## src/source/soc_cfg.svh

```systemverilog
`ifndef SOC_CFG_SVH
`define SOC_CFG_SVH

////////////////////////////////////////
// Fetch port
////////////////////////////////////////

// Byte address and instruction widths
`define INST_ADDR_W         32
`define INST_DATA_W         32

// Instruction memory geometry
`define INST_MEM_WORDS      256
`define INST_IDX_W          8

// Byte address of word 0
`define INST_BASE_ADDR      32'h0001_0000

////////////////////////////////////////
// UART programmer
////////////////////////////////////////

// Clock cycles per serial bit
`define PROG_CLKS_PER_BIT   16

`endif

```

## src/source/soc_pkg.sv

```systemverilog
`include "soc_cfg.svh"

package soc_pkg;

    ////////////////////////////////////////
    // Programmer receiver
    ////////////////////////////////////////

    typedef enum logic [1:0] {
        RX_IDLE,
        RX_START,
        RX_DATA,
        RX_STOP
    } rx_state_e;

    ////////////////////////////////////////
    // Inter-module payloads
    ////////////////////////////////////////

    // Packer to SRAM write command
    typedef struct packed {
        logic                       valid;
        logic [`INST_IDX_W-1:0]     idx;
        logic [`INST_DATA_W-1:0]    data;
    } mem_wr_t;

    // First fetch stage register
    typedef struct packed {
        logic                       valid;
        logic                       oow;
        logic [`INST_IDX_W-1:0]     idx;
    } fetch_req_t;

endpackage

```

## src/source/instr_fetch_stage.sv

```systemverilog
`include "soc_cfg.svh"

module instr_fetch_stage (
    input  logic                    clk_i,
    input  logic                    rst_n_i,
    input  logic                    req_i,
    input  logic [`INST_ADDR_W-1:0] addr_i,
    output logic                    gnt_o,
    output soc_pkg::fetch_req_t     fetch_o
);

    localparam logic [`INST_ADDR_W-1:0] WIN_LO = `INST_BASE_ADDR;
    localparam logic [`INST_ADDR_W-1:0] WIN_HI = `INST_BASE_ADDR + 4 * `INST_MEM_WORDS;

    logic                in_window;
    soc_pkg::fetch_req_t fetch_q;

    // Every request is accepted at once
    assign gnt_o = req_i;

    assign in_window = (addr_i >= WIN_LO) && (addr_i < WIN_HI);

    always_ff @(posedge clk_i) begin
        if (!rst_n_i) begin
            fetch_q.valid <= 1'b0;
        end else begin
            fetch_q.valid <= req_i;
        end
    end

    always_ff @(posedge clk_i) begin
        if (req_i) begin
            fetch_q.oow <= !in_window;
            fetch_q.idx <= addr_i[`INST_IDX_W+1:2];
        end
    end

    assign fetch_o = fetch_q;

endmodule

```

## config.mk

```make
export PLATFORM = sky130hd
export DESIGN_NAME = instr_fetch_stage
export DESIGN_NICKNAME = d
export VERILOG_FILES = /design/src/source/soc_pkg.sv /design/src/source/instr_fetch_stage.sv
export VERILOG_INCLUDE_DIRS = /design/src /design/src/source
export SDC_FILE = /design/constraint.sdc
export NUM_CORES = 1
export LEC_CHECK = 0
export BUFFER_PORTS_ARGS = -buffer_cell sky130_fd_sc_hd__buf_2
export CELL_PAD_IN_SITES_DETAIL_PLACEMENT = 1
export CELL_PAD_IN_SITES_GLOBAL_PLACEMENT = 2
export CORE_AREA = 2 2 50 52
export CTS_CLUSTER_SIZE = 8
export DETAILED_ROUTE_END_ITERATION = 8
export DIE_AREA = 0 0 52 54
export PLACE_DENSITY = 0.77
export SYNTH_ARGS = -nofsm -noshare
export SYNTH_HDL_FRONTEND = slang
export SYNTH_SLANG_ARGS = --single-unit
```

## constraint.sdc

```tcl
create_clock -name clk_i -period 4.2 [get_ports clk_i]
set_input_delay 0.84 -clock clk_i [delete_from_list [all_inputs] [get_ports clk_i]]
set_output_delay 0.84 -clock clk_i [all_outputs]
set_load 0.02 [all_outputs]
```

Word-level counts from Yosys, hierarchy flattened

Index checks and enable logic that the tools add are counted.
W data, S select, Z words.

Register bits: 10

$lt $le $gt $ge: 2
Reductions and logical operators: 2

Operators with widths:

| operator               | number |
|---|---|
| $ge A32 B17 Y1 const B | 1 |
| $lt A32 B17 Y1 const B | 1 |
| $logic_and A1 B1 Y1    | 1 |
| $logic_not A1 Y1       | 1 |

Depth between registers and ports, before layout

Depth after elaboration: 3
Depth in mapped cells: 3

Worst setup path after synthesis

OpenSTA, ideal clock, no wires.

Kind: input port to flip-flop
From: in addr_i[13]
To: reg fetch_q, in the netlist fetch_o[8] (data pin)
Library setup time: 272 ps
Data arrival time: 1781 ps
Slack: 2147 ps
Stages: 2
Buffers on the path: 0
Cells stage by stage: or4_1 > or4_1

Longest elaborated chain between the ends: 3
Elaborated cells between the ends (all ways): 4

RTL lines:

| element                                                 | line                    | RTL |
|---|---|---|
| start, declared                                         | instr_fetch_stage.sv:7  | `` input logic [`INST_ADDR_W-1:0] addr_i, `` |
| $ge A32 B17 Y1 / $lt A32 B17 Y1 (equally long branches) | instr_fetch_stage.sv:21 | `assign in_window = (addr_i >= WIN_LO) && (addr_i < WIN_HI);` |
| $logic_and A1 B1 Y1 (*)                                 | instr_fetch_stage.sv:21 |  |
| $logic_not A1 Y1 (*)                                    | instr_fetch_stage.sv:33 | `fetch_q.oow <= !in_window;` |
| end, declared                                           | instr_fetch_stage.sv:16 | `soc_pkg::fetch_req_t fetch_q;` |

Every way passes the cells marked *; elsewhere a longest branch is shown, timed or not.
A chain may end at the register's enable or synchronous reset.

Final worst setup path

From: in req_i
To: out gnt_o

RTL lines:

| element         | line                   | RTL |
|---|---|---|
| start, declared | instr_fetch_stage.sv:6 | `input logic req_i,` |
| end, declared   | instr_fetch_stage.sv:8 | `output logic gnt_o,` |

No word-level cell between the ends.

==> run metrics <==
height of the die=54 um; Buf/Inv on CP=2; die width=52 um; largest net degree at the start of global routing=12; DRT iter0 DRCs=3; placed cells=91; Setup TNS Final=0 ps; Yosys Warn Count=0; Seq pwr share=a little over half; Cell Int Power=0.000169 W; clock-pin slew on the worst setup and hold paths=approximately 70 ps; GR Overflow Total=0; clk buf depth=2; syn nets=54; ANT nets after route=0; sequential area share after synthesis=82.3%; Place WS=2000 ps; I/O pin cnt=46; RSZ-0062 raised after global routing=no; Rel. slew slack=79.0%; vias in the first global route=376; Min-Delay Endpoint=fetch_o[7]; crit-path max cell delay=210 ps; slew of the pin with the lowest slew margin=310 ps; Power Density=350 mW/mm2; Via density=roughly 3.8; final cell count without fillers=95; share of cells above drive strength 1=70.8%; global-route wire length before repair=~1.5 mm; Fin. Hold Viols=0; setup violators final=0; worst-path cell chain=buf_2 > buf_2; diodes inserted=0; Yosys cell types=8; Cell Area, Synth=353 um2; Switch Pwr=0.0000497 W; CP Data Arrival Time=1260 ps; Initial Util=15.2%; DRT Wirelength=953 um; Clock Power Share=a little under a third; switch share=22.7%; Final Hold Slack=between 700 and 800 ps; Yosys reg bits=10; Static Leak=~0.29 nW; Gate Count Post-Synth=19; CTS HTree Levels=1; Worst path slowest cell=buf_2; share of total power in combinational logic=15.7%; Final Net Count=101; wire per inst=between 10 and 15 um; min setup slack post-route=2100 ps; Largest register FFs=10; TritonRoute pass-1 iters=3; cts repair resizes=0; num rows=18; vias=358; most used cell, CP=buf_2; Avg Cell Area, Syn=approximately 19 um2; gr usage total=7.24%; Port-buffer cells=43; CTS buffer count=3; Clock Tree Root=clkbuf_4; Min-Delay Startpoint=addr_i[9]; CP endpoint kind=output pin; class of the worst hold path=in -> reg; setup bufs post-CTS=0; CP top delay family=buffers and inverters; WS Path Type=in -> out; most frequent cells in the layout=buf_2 (43), edfxtp_1 (9), nor4_1 (3), clkbuf_4 (3), or4_1 (2); initial antenna violation count=0; Hold Path Cell Cnt=1; Worst setup SP type=input port; FMAX=475 MHz; CP Data Required Time=3360 ps; Core Area=0.00232 mm2; post-route minimum period=approximately 2100 ps; max-slew violations=0; period utilization=50.1%; total die area=0.00281 mm2; hold_buf cts=0; Synth-to-Final Area Change=77.0%; CTS tree=built; worst-path fanout max=11; VDD IR max=0.146 mV; CTS sink cnt=10; outcome=finished clean; Max-Cap Viols=0; routability cong.=0.710; most common cell after layout, fill and taps aside=buf_2; # DRC=0
[how the worst max path moves through the flow]
stage,startpoint,end,slack (ps),cells after the start
after global routing,req_i,gnt_o,2050,2
after floorplan,addr_i[13],fetch_o[8],2150,2
after CTS,req_i,gnt_o,2080,2
final,req_i,gnt_o,2100,2
after detailed placement,addr_i[13],fetch_o[8],2000,3
after global placement,addr_i[13],fetch_o[8],2000,3
[per-layer routing]
layer / global-route usage, % / part of all wire [%] / up-vias
li1: - / - / 171
met1: 6.95 / 30 / 155
met2: 12.7 / 55 / 32
met3: 2.78 / 14 / 0
met4: 5.26 / 0 / 0
met5: 0 / 0 / -
[power groups by stage]
stage / sequential, W / combinational (W) / clock (W)
6_report: 0.000118 / 0.0000343 / 0.0000664
5_1_grt: 0.000119 / 0.0000374 / 0.0000737
4_1_cts: 0.000118 / 0.0000350 / 0.0000695
3_5_place_dp: 0.000120 / 0.0000349 / 0
3_3_place_gp: 0.000120 / 0.0000341 / 0
2_1_floorplan: 0.000130 / 0.00000269 / 0
[final cells by class]
type	instances	area, um2
Multi-Input combinational cell	8	55.1
Clock buffer	4	26.3
Timing Repair Buffer	43	215
Sequential cell	10	290
Tap cell	30	37.5
Fill cell	277	1700
[stage by stage]
stage          cell area (um2)  total power (W)  util [%]
3_5_place_dp               598         0.000155      25.8
6_report                   624         0.000219      26.9
5_1_grt                    624         0.000230      26.9
3_3_place_gp               598         0.000154      25.8
2_1_floorplan              353         0.000133         -
4_1_cts                    624         0.000223      26.9
[cells in the mapped netlist]
| cell type | number | area, um2 |
|---|---|---|
| and2_1 | 1 | 6.26 |
| buf_4 | 1 | 7.51 |
| dfxtp_1 | 1 | 20.0 |
| edfxtp_1 | 9 | 270 |
| nand4_1 | 1 | 6.26 |
| nor4_1 | 3 | 18.8 |
| nor4b_1 | 1 | 8.76 |
| or4_1 | 2 | 15.0 |
[cells by family (layout without fill, tap and decap cells)]
family                 after synthesis  in the layout  share of synthesized area, %
DFF                                 10             10                          82.3
and+or+nand+nor                      8              8                          15.6
buffers and inverters                1             47                          2.13
(Power assumes the default switching activity.)
