### src/source/soc_cfg.svh
`ifndef SOC_CFG_SVH
`define SOC_CFG_SVH

////////////////////////////////////////
// Fetch port
////////////////////////////////////////

// Byte address and instruction widths
`define INST_ADDR_W         32
`define INST_DATA_W         32

// Instruction memory geometry
`define INST_MEM_WORDS      256
`define INST_IDX_W          8

// Byte address of word 0
`define INST_BASE_ADDR      32'h0001_0000

////////////////////////////////////////
// UART programmer
////////////////////////////////////////

// Clock cycles per serial bit
`define PROG_CLKS_PER_BIT   16

`endif

### src/source/soc_pkg.sv
`include "soc_cfg.svh"

package soc_pkg;

    ////////////////////////////////////////
    // Programmer receiver
    ////////////////////////////////////////

    typedef enum logic [1:0] {
        RX_IDLE,
        RX_START,
        RX_DATA,
        RX_STOP
    } rx_state_e;

    ////////////////////////////////////////
    // Inter-module payloads
    ////////////////////////////////////////

    // Packer to SRAM write command
    typedef struct packed {
        logic                       valid;
        logic [`INST_IDX_W-1:0]     idx;
        logic [`INST_DATA_W-1:0]    data;
    } mem_wr_t;

    // First fetch stage register
    typedef struct packed {
        logic                       valid;
        logic                       oow;
        logic [`INST_IDX_W-1:0]     idx;
    } fetch_req_t;

endpackage

### src/source/prog_word_packer.sv
`include "soc_cfg.svh"

module prog_word_packer (
    input  logic             clk_i,
    input  logic             rst_n_i,
    input  logic             enable_i,
    input  logic             byte_valid_i,
    input  logic [7:0]       byte_i,
    output soc_pkg::mem_wr_t wr_o
);

    logic [1:0]              byte_cnt_q;
    logic [`INST_IDX_W-1:0]  word_idx_q;
    logic [`INST_DATA_W-1:0] word_buf_q;
    logic [`INST_DATA_W-1:0] word_next;
    logic                    take_byte;
    logic                    word_done;
    soc_pkg::mem_wr_t        wr_q;

    // First byte ends up in bits 7:0
    assign word_next = {byte_i, word_buf_q[`INST_DATA_W-1:8]};
    assign take_byte = enable_i && byte_valid_i;
    assign word_done = take_byte && (byte_cnt_q == 2'd3);

    always_ff @(posedge clk_i) begin
        if (!rst_n_i || !enable_i) begin
            byte_cnt_q <= '0;
            word_idx_q <= '0;
            wr_q.valid <= 1'b0;
        end else begin
            wr_q.valid <= word_done;
            if (take_byte) begin
                byte_cnt_q <= byte_cnt_q + 1'b1;
            end
            // Index wraps with the memory depth
            if (word_done) begin
                word_idx_q <= word_idx_q + 1'b1;
            end
        end
    end

    always_ff @(posedge clk_i) begin
        if (take_byte) begin
            word_buf_q <= word_next;
        end
        if (word_done) begin
            wr_q.idx  <= word_idx_q;
            wr_q.data <= word_next;
        end
    end

    assign wr_o = wr_q;

endmodule

### config.mk
export PLATFORM = sky130hd
export DESIGN_NAME = prog_word_packer
export DESIGN_NICKNAME = d
export VERILOG_FILES = /design/src/source/soc_pkg.sv /design/src/source/prog_word_packer.sv
export VERILOG_INCLUDE_DIRS = /design/src /design/src/source
export SDC_FILE = /design/constraint.sdc
export NUM_CORES = 1
export LEC_CHECK = 0
export ABC_AREA = 1
export BUFFER_PORTS_ARGS = -buffer_cell sky130_fd_sc_hd__buf_2
export CAP_MARGIN = 20
export CORE_ASPECT_RATIO = 1.2
export CORE_MARGIN = 2
export CORE_UTILIZATION = 35
export DETAILED_ROUTE_END_ITERATION = 7
export MAX_ROUTING_LAYER = met4
export PLACE_DENSITY = 0.55
export SETUP_SLACK_MARGIN = 0.2
export SYNTH_ARGS = -nofsm -noshare
export SYNTH_HDL_FRONTEND = slang
export SYNTH_SLANG_ARGS = --single-unit
### constraint.sdc
create_clock -name clk_i -period 1.6 [get_ports clk_i]
set_clock_uncertainty 0.1 [all_clocks]
set_input_delay 0.48 -clock clk_i [delete_from_list [all_inputs] [get_ports clk_i]]
set_output_delay 0.48 -clock clk_i [all_outputs]
set_load 0.1 [all_outputs]
# Word-level counts from Yosys, hierarchy flattened
# Index checks and enable logic that the tools add are counted.
word_totals:
  register_bits: 83
  latch_bits: 0
  mem_bits_rw: 0
  rom_bits: 0
  inputBits: 12
  output_inout_bits: 41
  word_cells: 14
  memories: 0
classes:
  addsub: 2
  multipliers: 0
  n_div: 0
  n_lt_le_gt_ge: 0
  eq_ne: 1
  shifts: 0
  n_mux: 0
  bitwise: 0
  n_reduce_logical: 5
op_table:
  columns: ["op", "count"]
  rows:
  - ["$add A8 B1 Y8 const B", 1]
  - ["$add A2 B1 Y2 const B", 1]
  - ["$eq A2 B2 Y1 const B", 1]
  - ["$logic_and A1 B1 Y1", 2]
  - ["$logic_not A1 Y1", 2]
  - ["$logic_or A1 B1 Y1", 1]

# Longest topological paths before layout
depth:
  ltp_word: 2
  ltp_mapped: 6
  depth_no_buf: 6

# Least setup slack after synthesis
# Ideal clock, no wire load.
synth_timing:
  path_type: "reg-to-reg"
  from: "register byte_cnt_q[0]"
  to: "register wr_q (netlist bit wr_o[0]) (enable)"
  setup_time_ps: 385
  arrival_ps: 1275
  required_time_ps: 1115
  slack_ps: -160
  path_stages_with_launch: 4
  n_path_buf: 0
  synth_period_minus_slack_ps: 1760
  path_cell_list: "dfxtp_1 ha_1 inv_1 nor2_4"
synth_between:
  elab_chain_len: 2
synth_lines:
  columns: ["element", "line", "rtl"]
  rows:
  - ["start, declared", "prog_word_packer.sv:12", "logic [1:0] byte_cnt_q;"]
  - ["start signal, assigned", "prog_word_packer.sv:33", "byte_cnt_q <= byte_cnt_q + 1'b1;"]
  - ["$eq A2 B2 Y1", "prog_word_packer.sv:23", "assign word_done = take_byte && (byte_cnt_q == 2'd3);"]
  - ["$logic_and A1 B1 Y1", "prog_word_packer.sv:23", null]
  - ["named net word_done", "prog_word_packer.sv:17", "logic word_done;"]
  - ["end, declared", "prog_word_packer.sv:18", "soc_pkg::mem_wr_t wr_q;"]
# The timed path passes the listed nets, and every way through them passes these cells.
# A chain may end at the register's enable or synchronous reset.

# Final worst setup path
layout_timing:
  from: "register wr_q (netlist bit wr_o[34])"
  to: "output port wr_o[34] (netlist name)"
layout_rtl:
  columns: ["element", "line", "rtl"]
  rows:
  - ["end, declared", "prog_word_packer.sv:9", "output soc_pkg::mem_wr_t wr_o"]
# No word-level cell between the ends.

==> results.json <==
{
  "numCtsBuffers": 9,
  "rsz0062_at_grt": "true",
  "pre_cts_ws_ns": 0.0829,
  "min_from": "byte_i[3]",
  "muxShareOfSynthArea_pct": 0,
  "worstPathArrival_ns": 0.97,
  "synthTopCellsByArea": "edfxtp_1 79%, dfxtp_1 9.0%, nand2_1 2.2%",
  "dp.final_hpwl_um": 2500,
  "met3_usage_pct": 5.30,
  "syn_area_um2": 2440,
  "final_area_um2": 3700,
  "cp-end-kind": "output pin",
  "critPathLaunchType": "register",
  "synth_top_family_by_area": "simple AND/OR/NAND/NOR gates",
  "slowest_stage": "edfxtp_1",
  "synth_cells": 130,
  "cts_root_buf": "clkbuf_8",
  "p_leak_uw": 0.00136,
  "top_usage_layer": "met2",
  "grt_pass1_wl_um": 5870,
  "place_inst": 273,
  "synth.largest_area_cell": "edfxtp_1",
  "fp.dieW_um": 80.2,
  "ys_ff_latch": 75,
  "num_antenna_cells": 0,
  "hold_path_class": "input pin to register",
  "htreeDepth": 3,
  "hold_ws_ns": 0.235,
  "initial_utilization_pct": 36.0,
  "drt-initial-drc-count": 109,
  "drt-total-wl_um": 3640,
  "ys_types": 15,
  "die_area_um2": 7650,
  "cap_violations": 0,
  "post-route-worst-setup-slack_ns": 0.0501,
  "final_hold_viol_count": 0,
  "path_max_fanout": 1,
  "critPathRequiredTime_ns": 1.02,
  "synth-simple-area-share_pct": 8.06,
  "grt-ovfl-total": 0,
  "path_delay_family": "flip-flops",
  "port_buffers": 52,
  "synthXorXnorAreaFrac_pct": 0.719,
  "finalCritPeriodShare_pct": 96.9,
  "die_h_um": 95.4,
  "fin_crit_ns": 1.55,
  "ant_nets": 0,
  "post_synth.cell_area_avg_um2": 18.7,
  "drcViolationCount": 0,
  "max_stage_delay_ns": 0.44,
  "post_drt_wl_per_cell_um": 12.6,
  "postCtsSetupBuffers": 0,
  "holdPathStages": 1,
  "p_per_area_nw_per_um2": 962,
  "worstReg2RegStart": "byte_cnt_q[0]$_SDFFE_PP0P_",
  "reg2reg_setup_slack_ns": 0.32,
  "hold_end": "word_buf_q[27]$_DFFE_PP_",
  "max_freq_mhz": 645,
  "fp.coreArea_um2": 6770,
  "synth-seq-area-share_pct": 87.9,
  "synth.top_cell.area_share_pct": 78.9,
  "crit_type": "register to output pin",
  "worstPathBufferInverterCount": 1,
  "nNetsFinal": 211,
  "worst_pin_slew_ns": 0.213,
  "drive_gt1_share_pct": 38.6,
  "path_cells": "buf_12",
  "globalRouteMet2Util_pct": 17.1,
  "relSlewSlack_pct": 85.7,
  "cts-resized-gates": 0,
  "grt_max_degree": 25,
  "use_met1_pct": 12.0,
  "cts.clk_slew.worst_paths_ns": 0.07,
  "place.gp.congestion": 0.757,
  "clkSinkCount": 75,
  "via_count": 1213,
  "clockBufferDepth": 2,
  "vdd_drop_max_uv": 443,
  "first_pass_iters": 4,
  "ios": 53,
  "hold_buffers": 0,
  "cts_tree": "built",
  "synthAdderAreaFrac_pct": 1.03,
  "row_count": 33,
  "grt_pass1_vias": 1262,
  "reg2reg_to": "wr_o[9]$_DFFE_PP_",
  "setup_viol_count_final": 0,
  "vias_per_cell": 4.20,
  "final_cells": 289,
  "antenna_found_initial": 0,
  "synth_compound_area_share_pct": 1.23,
  "ys_warn_count": 0,
  "clk_latency_ns": 0.34,
  "finalMaxSlewViolations": 0,
  "synthesis.nets": 144,
  "total_power_uw": 3560,
  "outcome": "completed",
  "grt_usage_pct": 11.4,
  "dpl_cell_area_um2": 3520,
  "r2r_cells": 4,
  "synthToLayoutAreaGrowth_pct": 51.8
}
==> cell type report <==
class / instances / area [um^2]
fillers: 552 / 3070
flip-flops and latches: 75 / 2150
repair buffers: 56 / 943
multi-input cells: 48 / 298
clock buffers: 12 / 135
well taps: 87 / 109
clock inverters: 4 / 43.8
inverters: 7 / 26.3
==> cells by family (layout without fill, tap and decap cells) <==
| kind of cell | after synthesis | count (layout) |
|---|---|---|
| AO/OA/AOI/OAI | 6 | 6 |
| buffers and inverters | 7 | 79 |
| flip-flops | 75 | 75 |
| AND/OR/NAND/NOR | 38 | 38 |
| adder cells (fa/ha/maj) | 2 | 2 |
| XOR/XNOR | 2 | 2 |
==> cells in the final DEF, fill, tap and decap left out, types with 2 or more instances in the layout <==
cell type / instances
nor2_1: 13
nand3_1: 5
clkinv_2: 2
nor3_1: 2
dfxtp_2: 3
clkbuf_1: 3
a21oi_1: 5
nand2_1: 13
clkbuf_8: 9
nor2_4: 2
buf_2: 11
edfxtp_1: 64
buf_12: 44
inv_1: 6
dfxtp_1: 8
==> flip-flops by register name (all words and copies together) (netlist names) <==
| signal | count |
|---|---|
| word_idx_q | 8 |
| word_buf_q | 24 |
| byte_cnt_q | 2 |
| wr_o | 41 |
==> cell usage after synthesis, drive strengths merged <==
master and n:
nand2 14, edfxtp 64, o21ai 1, xnor2 1, ha 2, inv 7, nor3 2, nor2 16
a21oi 5, dfxtp 11, xor2 1, nand3 6
==> stage by stage <==
step	setup TNS, ns	util [%]
3_3_place_gp	0	52.0
3_5_place_dp	0	52.0
5_1_grt	0	54.7
6_report	0	54.7
4_1_cts	0	54.7
2_1_floorplan	-2.43	-
==> where the power goes <==
part	internal, uW	leakage (uW)	total (uW)	switching, uW
Clock	712	0.0000918	1320	604
Combinational	32.0	0.000585	83.2	51.2
Sequential	2150	0.000687	2160	14.3
Total	2890	0.00136	3560	670
==> per-layer routing <==
layer,vias up,wire [um]
met5,-,0
met4,0,99
met3,11,290
met2,49,1730
met1,550,1510
li1,603,-
==> worst max path at each step <==
| stage | startpoint | endpoint | slack [ns] | depth (start not counted) |
|---|---|---|---|---|
| 2_1_floorplan | enable_i | wr_o[0]$_DFFE_PP_ | -0.06 | 2 |
| 4_1_cts | wr_o[24]$_DFFE_PP_ | wr_o[24] | 0.02 | 1 |
| 3_3_place_gp | byte_valid_i | wr_o[14]$_DFFE_PP_ | 0.10 | 4 |
| 6_report | wr_o[34]$_DFFE_PP_ | wr_o[34] | 0.05 | 1 |
| 3_5_place_dp | byte_valid_i | wr_o[14]$_DFFE_PP_ | 0.08 | 4 |
| 5_1_grt | wr_o[24]$_DFFE_PP_ | wr_o[24] | 0.004 | 1 |
Power figures use the tool's default switching activity.
