--- src/source/soc_cfg.svh ---
`ifndef SOC_CFG_SVH
`define SOC_CFG_SVH

////////////////////////////////////////
// Fetch port
////////////////////////////////////////

// Byte address and instruction widths
`define INST_ADDR_W         32
`define INST_DATA_W         32

// Instruction memory geometry
`define INST_MEM_WORDS      256
`define INST_IDX_W          8

// Byte address of word 0
`define INST_BASE_ADDR      32'h0001_0000

////////////////////////////////////////
// UART programmer
////////////////////////////////////////

// Clock cycles per serial bit
`define PROG_CLKS_PER_BIT   16

`endif

--- src/source/soc_pkg.sv ---
`include "soc_cfg.svh"

package soc_pkg;

    ////////////////////////////////////////
    // Programmer receiver
    ////////////////////////////////////////

    typedef enum logic [1:0] {
        RX_IDLE,
        RX_START,
        RX_DATA,
        RX_STOP
    } rx_state_e;

    ////////////////////////////////////////
    // Inter-module payloads
    ////////////////////////////////////////

    // Packer to SRAM write command
    typedef struct packed {
        logic                       valid;
        logic [`INST_IDX_W-1:0]     idx;
        logic [`INST_DATA_W-1:0]    data;
    } mem_wr_t;

    // First fetch stage register
    typedef struct packed {
        logic                       valid;
        logic                       oow;
        logic [`INST_IDX_W-1:0]     idx;
    } fetch_req_t;

endpackage

--- src/source/prog_uart_rx.sv ---
`include "soc_cfg.svh"

module prog_uart_rx (
    input  logic       clk_i,
    input  logic       rst_n_i,
    input  logic       rx_i,
    output logic       byte_valid_o,
    output logic [7:0] byte_o
);

    localparam int CNT_W    = $clog2(`PROG_CLKS_PER_BIT);
    localparam int BIT_LAST = `PROG_CLKS_PER_BIT - 1;
    localparam int HALF     = `PROG_CLKS_PER_BIT / 2;

    logic               rx_meta_q;
    logic               rx_sync_q;
    soc_pkg::rx_state_e state_q;
    logic [CNT_W-1:0]   clk_cnt_q;
    logic [2:0]         bit_cnt_q;
    logic [7:0]         shift_q;
    logic               byte_valid_q;

    // Two-flop synchronizer, idle line is high
    always_ff @(posedge clk_i) begin
        if (!rst_n_i) begin
            rx_meta_q <= 1'b1;
            rx_sync_q <= 1'b1;
        end else begin
            rx_meta_q <= rx_i;
            rx_sync_q <= rx_meta_q;
        end
    end

    ////////////////////////////////////////
    // Frame FSM
    ////////////////////////////////////////

    always_ff @(posedge clk_i) begin
        if (!rst_n_i) begin
            state_q      <= soc_pkg::RX_IDLE;
            clk_cnt_q    <= '0;
            bit_cnt_q    <= '0;
            byte_valid_q <= 1'b0;
        end else begin
            byte_valid_q <= 1'b0;
            case (state_q)
                soc_pkg::RX_IDLE: begin
                    clk_cnt_q <= '0;
                    if (!rx_sync_q) begin
                        state_q <= soc_pkg::RX_START;
                    end
                end
                soc_pkg::RX_START: begin
                    // Re-check start bit at its middle
                    if (clk_cnt_q == CNT_W'(HALF - 1)) begin
                        clk_cnt_q <= '0;
                        bit_cnt_q <= '0;
                        state_q   <= rx_sync_q ? soc_pkg::RX_IDLE : soc_pkg::RX_DATA;
                    end else begin
                        clk_cnt_q <= clk_cnt_q + 1'b1;
                    end
                end
                soc_pkg::RX_DATA: begin
                    if (clk_cnt_q == CNT_W'(BIT_LAST)) begin
                        clk_cnt_q <= '0;
                        bit_cnt_q <= bit_cnt_q + 1'b1;
                        if (bit_cnt_q == 3'd7) begin
                            state_q <= soc_pkg::RX_STOP;
                        end
                    end else begin
                        clk_cnt_q <= clk_cnt_q + 1'b1;
                    end
                end
                soc_pkg::RX_STOP: begin
                    if (clk_cnt_q == CNT_W'(BIT_LAST)) begin
                        clk_cnt_q    <= '0;
                        state_q      <= soc_pkg::RX_IDLE;
                        // Low stop bit drops the frame
                        byte_valid_q <= rx_sync_q;
                    end else begin
                        clk_cnt_q <= clk_cnt_q + 1'b1;
                    end
                end
                default: begin
                    state_q <= soc_pkg::RX_IDLE;
                end
            endcase
        end
    end

    // LSB arrives first
    always_ff @(posedge clk_i) begin
        if (state_q == soc_pkg::RX_DATA && clk_cnt_q == CNT_W'(BIT_LAST)) begin
            shift_q <= {rx_sync_q, shift_q[7:1]};
        end
    end

    assign byte_valid_o = byte_valid_q;
    assign byte_o       = shift_q;

endmodule

--- config.mk ---
export PLATFORM = sky130hd
export DESIGN_NAME = prog_uart_rx
export DESIGN_NICKNAME = d
export VERILOG_FILES = /design/src/source/soc_pkg.sv /design/src/source/prog_uart_rx.sv
export VERILOG_INCLUDE_DIRS = /design/src /design/src/source
export SDC_FILE = /design/constraint.sdc
export NUM_CORES = 1
export LEC_CHECK = 0
export ABC_AREA = 1
export BUFFER_PORTS_ARGS = -buffer_cell sky130_fd_sc_hd__buf_2
export CORE_ASPECT_RATIO = 1.2
export CORE_MARGIN = 8
export CORE_UTILIZATION = 45
export DETAILED_ROUTE_END_ITERATION = 8
export PLACE_DENSITY = 0.65
export SYNTH_ARGS = -nofsm -noshare
export SYNTH_HDL_FRONTEND = slang
export SYNTH_SLANG_ARGS = --single-unit
--- constraint.sdc ---
create_clock -name clk_i -period 2.5 [get_ports clk_i]
set_input_delay 0.125 -clock clk_i [delete_from_list [all_inputs] [get_ports clk_i]]
set_output_delay 0.125 -clock clk_i [all_outputs]
set_load 0.01 [all_outputs]
=== Yosys cells after proc, flatten, opt, wreduce, memory -nomap -nowiden ===
Cells that the tools add are included.

* Logic and storage cells: 40
* Memory bits (writable): 0
* Bits in latches: 0
* Output and inout port bits: 9
* Memories kept: 0
* Memory bits (read-only): 0
* Register bits after elaboration: 20
* Bits of input ports: 3

* Add/subtract/negate cells: 2
* Shifts and indexed selects: 0
* Muxes and demuxes: 13
* Magnitude comparators: 0
* Divide/modulo/power cells: 0
* Reductions and logical operators: 7
* Bitwise gates (word level): 0
* Multiply operators: 0
* Eq/ne operators: 11

{| class="wikitable"
|+ Operators with widths
! cell !! count
|-
| 2-bit 2-to-1 mux || 6
|-
| 4-bit one-hot mux with 3 select lines || 1
|-
| 2-bit inequality test, second input constant || 5
|-
| 4-bit 2-to-1 mux || 2
|-
| 2-bit one-hot mux with 4 select lines || 1
|-
| 3-bit 2-to-1 mux || 2
|-
| 3-bit one-hot mux with 2 select lines || 1
|-
| 3-bit AND reduction || 2
|-
| 5-bit AND reduction || 1
|-
| 4-bit by 1-bit adder with 4-bit output, second input constant || 1
|-
| 2-bit equality test, second input constant || 2
|-
| 4-bit by 3-bit equality test with 1-bit output, second input constant || 1
|-
| 4-bit equality test, second input constant || 1
|-
| 3-bit by 1-bit adder with 3-bit output, second input constant || 1
|-
| 3-bit equality test, second input constant || 1
|-
| 2-bit by 1-bit equality test with 1-bit output, second input constant || 1
|-
| 2-bit zero test || 1
|-
| 2-bit nonzero test || 1
|-
| 2-bit OR reduction || 1
|-
| 1-bit logical AND || 1
|}

=== Logic depth before layout (Yosys ltp) ===
* Word-level depth: 4
* Depth in mapped cells: 9
* Mapped depth without buffers: 9

=== Least setup slack after synthesis ===
OpenSTA, ideal clock, no wires.

* Path type: register -> register
* Start: register clk_cnt_q[0]
* End: register bit_cnt_q[1]
* Path buffers: 0
* Stages on the path, launching flop included: 10
* Library setup time: 115 ps
* Period minus slack after synthesis: 1323 ps
* Data arrival time: 1208 ps
* Path slack: 1177 ps
* Data required time: 2385 ps
* Cells stage by stage: dfxtp_1 ha_1 nand3_1 inv_1 nand2_2 inv_2 nor2_4 clkinv_4 o21ai_1 nor2_1

* Word-level cells in the longest chain between the ends: 3
* Elaborated cells on any way between the ends: 5
* Classes of those cells: eq/ne (4); reduce/logical (1)

{| class="wikitable"
|+ RTL lines
! element !! line !! source
|-
| from (decl) || prog_uart_rx.sv:18 || <nowiki>logic [CNT_W-1:0] clk_cnt_q;</nowiki>
|-
| from (signal assigned) || prog_uart_rx.sv:60 || <nowiki>clk_cnt_q <= clk_cnt_q + 1'b1;</nowiki>
|-
| from (signal assigned) || prog_uart_rx.sv:71 || <nowiki>clk_cnt_q <= clk_cnt_q + 1'b1;</nowiki>
|-
| from (signal assigned) || prog_uart_rx.sv:81 || <nowiki>clk_cnt_q <= clk_cnt_q + 1'b1;</nowiki>
|-
| 4-bit equality test or 4-bit by 3-bit equality test with 1-bit output (tied branches) || prog_uart_rx.sv:64, prog_uart_rx.sv:55 ||
|-
| 2-bit inequality test (no line) || -- ||
|-
| 3-bit AND reduction (no line) * || -- ||
|-
| to (signal assigned) || prog_uart_rx.sv:66 || <nowiki>bit_cnt_q <= bit_cnt_q + 1'b1;</nowiki>
|-
| to (decl) || prog_uart_rx.sv:19 || <nowiki>logic [2:0] bit_cnt_q;</nowiki>
|}

Mark *: on every way between the ends. The rest lies on a longest branch, timed or not.
A chain may end at the register's enable or synchronous reset.

=== Worst setup path after layout ===
Ends and elaborated chain as after synthesis.

==> metrics.csv <==
stage,metric,value,unit
run_status,status,completed,
finish,area_growth,12.9,%
yosys,yosysTopAreaCell,dfxtp_1,
job,drv_cap,0,
grt,antenna_found_initial,0,
sta,worst_slew_pin_slew,0.283,ns
setup_path,worstSetupPathType,reg -> reg,
placement,portBuffers,11,
sta,maxSlewViolCount,0,
clock_tree,cts_resized,0,
setup_path,end_kind,flip-flop,
yosys,yosys_warnings,0,
clock_tree,cts_tree,built,
sta,setup-tns-final,0,ns
yosys,synth_nets,87,
finish,seq_area,480,um2
power,power.total,0.000524,W
route,drt_drc_violations_left,0,
yosys,yosysMostFrequentCell,dfxtp_1,
sta,hold_viol,0,
yosys,avgSynthCellArea,9.92,um2
clock_tree,clockBufferDepth,2,
clock_tree,clock_latency,0.29,ns
grt,grt_max_degree,12,
yosys,ys_types,21,
route,viasPerCell,4.93,
die,die_area,0.00340,mm2
sta,period_share,0.582,
finish,n_antenna_cell,0,
clock_tree,cts_hold_buffers,0,
yosys,synth_common_cells,"12 x dfxtp_1, 10 x nand2_1, 8 x edfxtp_1, 8 x nor2_1",
sta,relSlewSlack,0.810,
yosys,ys.flop_type,dfxtp_1,
clock_tree,clkTransAtPathRegs,0.10,ns
yosys,syn_area,803,um2
finish,multiInputGateArea,277,um2
power,power.density,578,mW/mm2
die,die_h,62.3,um
die,ios,12,
grt,grt_first_pass_wirelength,2350,um
clock_tree,root_buffer,clkbuf_4,
yosys,ys_ff_latch,20,
yosys,synth_edf_count,8,
grt,overflow,0,
setup_path,worstSetupStartpointType,flip-flop,
clock_tree,post_cts_buffers,0,
die,row_count,16,
clock_tree,numCtsBuffers,3,
die,die_w,54.6,um
hold_path,hp-class,in -> reg,
finish,fillCellCount,161,
route,drtIter0Drc,13,
power,leakagePower,0.413,nW
sta,max_freq,688,MHz
setup_path,crit_required,2.70,ns
grt,grtUsageTotal,0.0905,
finish,layout.nets,103,
sta,setup_violations,0,
die,core-area,0.00166,mm2
yosys,synthTopCellsByArea,"dfxtp_1 30%, edfxtp_1 30%, ha_1 4.7%, nand2_1 4.7%, nand3_1 4.4%",
route,drt.antenna.violating_nets,0,
route,wl_per_cell,11.7,um
grt,grt.busiest_layer,met2,
finish,drive_above_1_share,0.260,
sta,skew,0.00388,ns
power,ir_drop,0.000272,V
yosys,synth-async-reset-ratio,0,
setup_path,cp_data_arrival_time,1.65,ns
route,num_vias,562,
yosys,ys_seq_area_frac,0.598,
route,totalWireLength,1340,um
route,dr.pass1.iters,4,
clock_tree,clock_sinks,20,
yosys,synth_top_area_frac,0.299,
setup_path,cp_max_fo,9,
placement,hpwl,1080,um
grt,use_met2,0.144,
sta,rsz0062_at_grt,no,
yosys,netlist_instances,81,
grt,grt_use_met1,0.106,
grt,grtUsageMet3,0.0214,
die,start_util,0.483,
placement,gp_congestion,0.806,
sta,min_period,1.45,ns
clock_tree,htreeDepth,1,
grt,grt_pass1_vias,547,
==> layer usage <==
layer,up-vias,wire (um)
li1,296,-
met1,251,558
met2,11,691
met3,4,63
met4,0,25
met5,-,0
==> kinds of logic (layout without fill, tap and decap cells) <==
kind of cell	count (synthesis)	in the layout	share of synthesized area
adders and majority gates	3	3	0.0467
buffers and inverters	11	26	0.0576
and+or+nand+nor	35	35	0.217
DFF	20	20	0.598
xor gates and xnor gates	1	1	0.0109
AOI/OAI and AO/OA	11	11	0.0701
==> through the flow <==
step	hold slack [ns]	setup slack (ns)	cells	cell area, um2	utilization
6_report	0.0163	1.05	114	907	0.546
5_1_grt	0.0113	0.883	114	907	0.546
4_1_cts	0.0166	1.03	114	907	0.546
3_5_place_dp	0.319	1.04	110	881	0.530
3_3_place_gp	0.316	1.06	110	881	0.530
2_1_floorplan	0.232	1.18	81	803	-
==> cell usage in the layout, fill, tap and decap left out <==
cell / n
or2_2: 2
a31oi_1: 1
nor2_2: 2
nor2_4: 2
inv_2: 3
clkinv_1: 1
inv_1: 7
nor3_1: 1
nand3_1: 7
nor4_1: 1
and2_1: 1
clkbuf_4: 3
dfxtp_1: 12
o21ai_1: 3
ha_1: 3
nand2_2: 1
xor2_1: 1
nand2_1: 10
clkinv_4: 1
a21oi_1: 4
o21ai_0: 3
nor2_1: 8
edfxtp_1: 8
buf_2: 11
==> worst max-delay path, stage by stage (launching register included) <==
cell,delay [ns]
dfxtp_1,0.34
ha_1,0.24
nand3_1,0.16
inv_1,0.08
nand2_2,0.06
inv_2,0.10
nor2_4,0.16
clkinv_4,0.07
o21ai_1,0.11
nor2_1,0.05
==> flip-flops by register name, indices dropped and copies added, names as in the netlist, named ones only <==
| signal | flops |
|---|---|
| byte_o | 8 |
| byte_valid_o | 1 |
| rx_sync_q | 1 |
| rx_meta_q | 1 |
| bit_cnt_q | 3 |
| state_q | 1 |
| clk_cnt_q | 4 |
==> worst paths after layout <==
| check | from | to | slack (ns) | depth (start not counted) |
|---|---|---|---|---|
| min | rx_i | rx_meta_q | 0.02 | 2 |
| max | clk_cnt_q[0] | bit_cnt_q[1] | 1.05 | 9 |
| max reg2reg | clk_cnt_q[0] | bit_cnt_q[1] | 1.05 | 9 |
| min reg2reg | rx_meta_q | rx_sync_q | 0.43 | 1 |
==> where the power goes <==
group | internal, W | switching, W | leakage (nW) | total (W)
sequential | 0.000341 | 0.00000648 | 0.169 | 0.000348
combinational | 0.0000112 | 0.0000195 | 0.228 | 0.0000307
clock | 0.0000580 | 0.0000879 | 0.0154 | 0.000146
total | 0.000410 | 0.000114 | 0.413 | 0.000524
==> area by class of cell <==
type | instances | share of cell area
timing repair buffer | 11 | 0.0607
multi-input combinational | 50 | 0.305
inverter | 11 | 0.0510
clock inverter | 1 | 0.00414
sequential | 20 | 0.530
tap | 18 | 0.0248
clock buffer | 3 | 0.0248
Power figures use the tool's default switching activity.
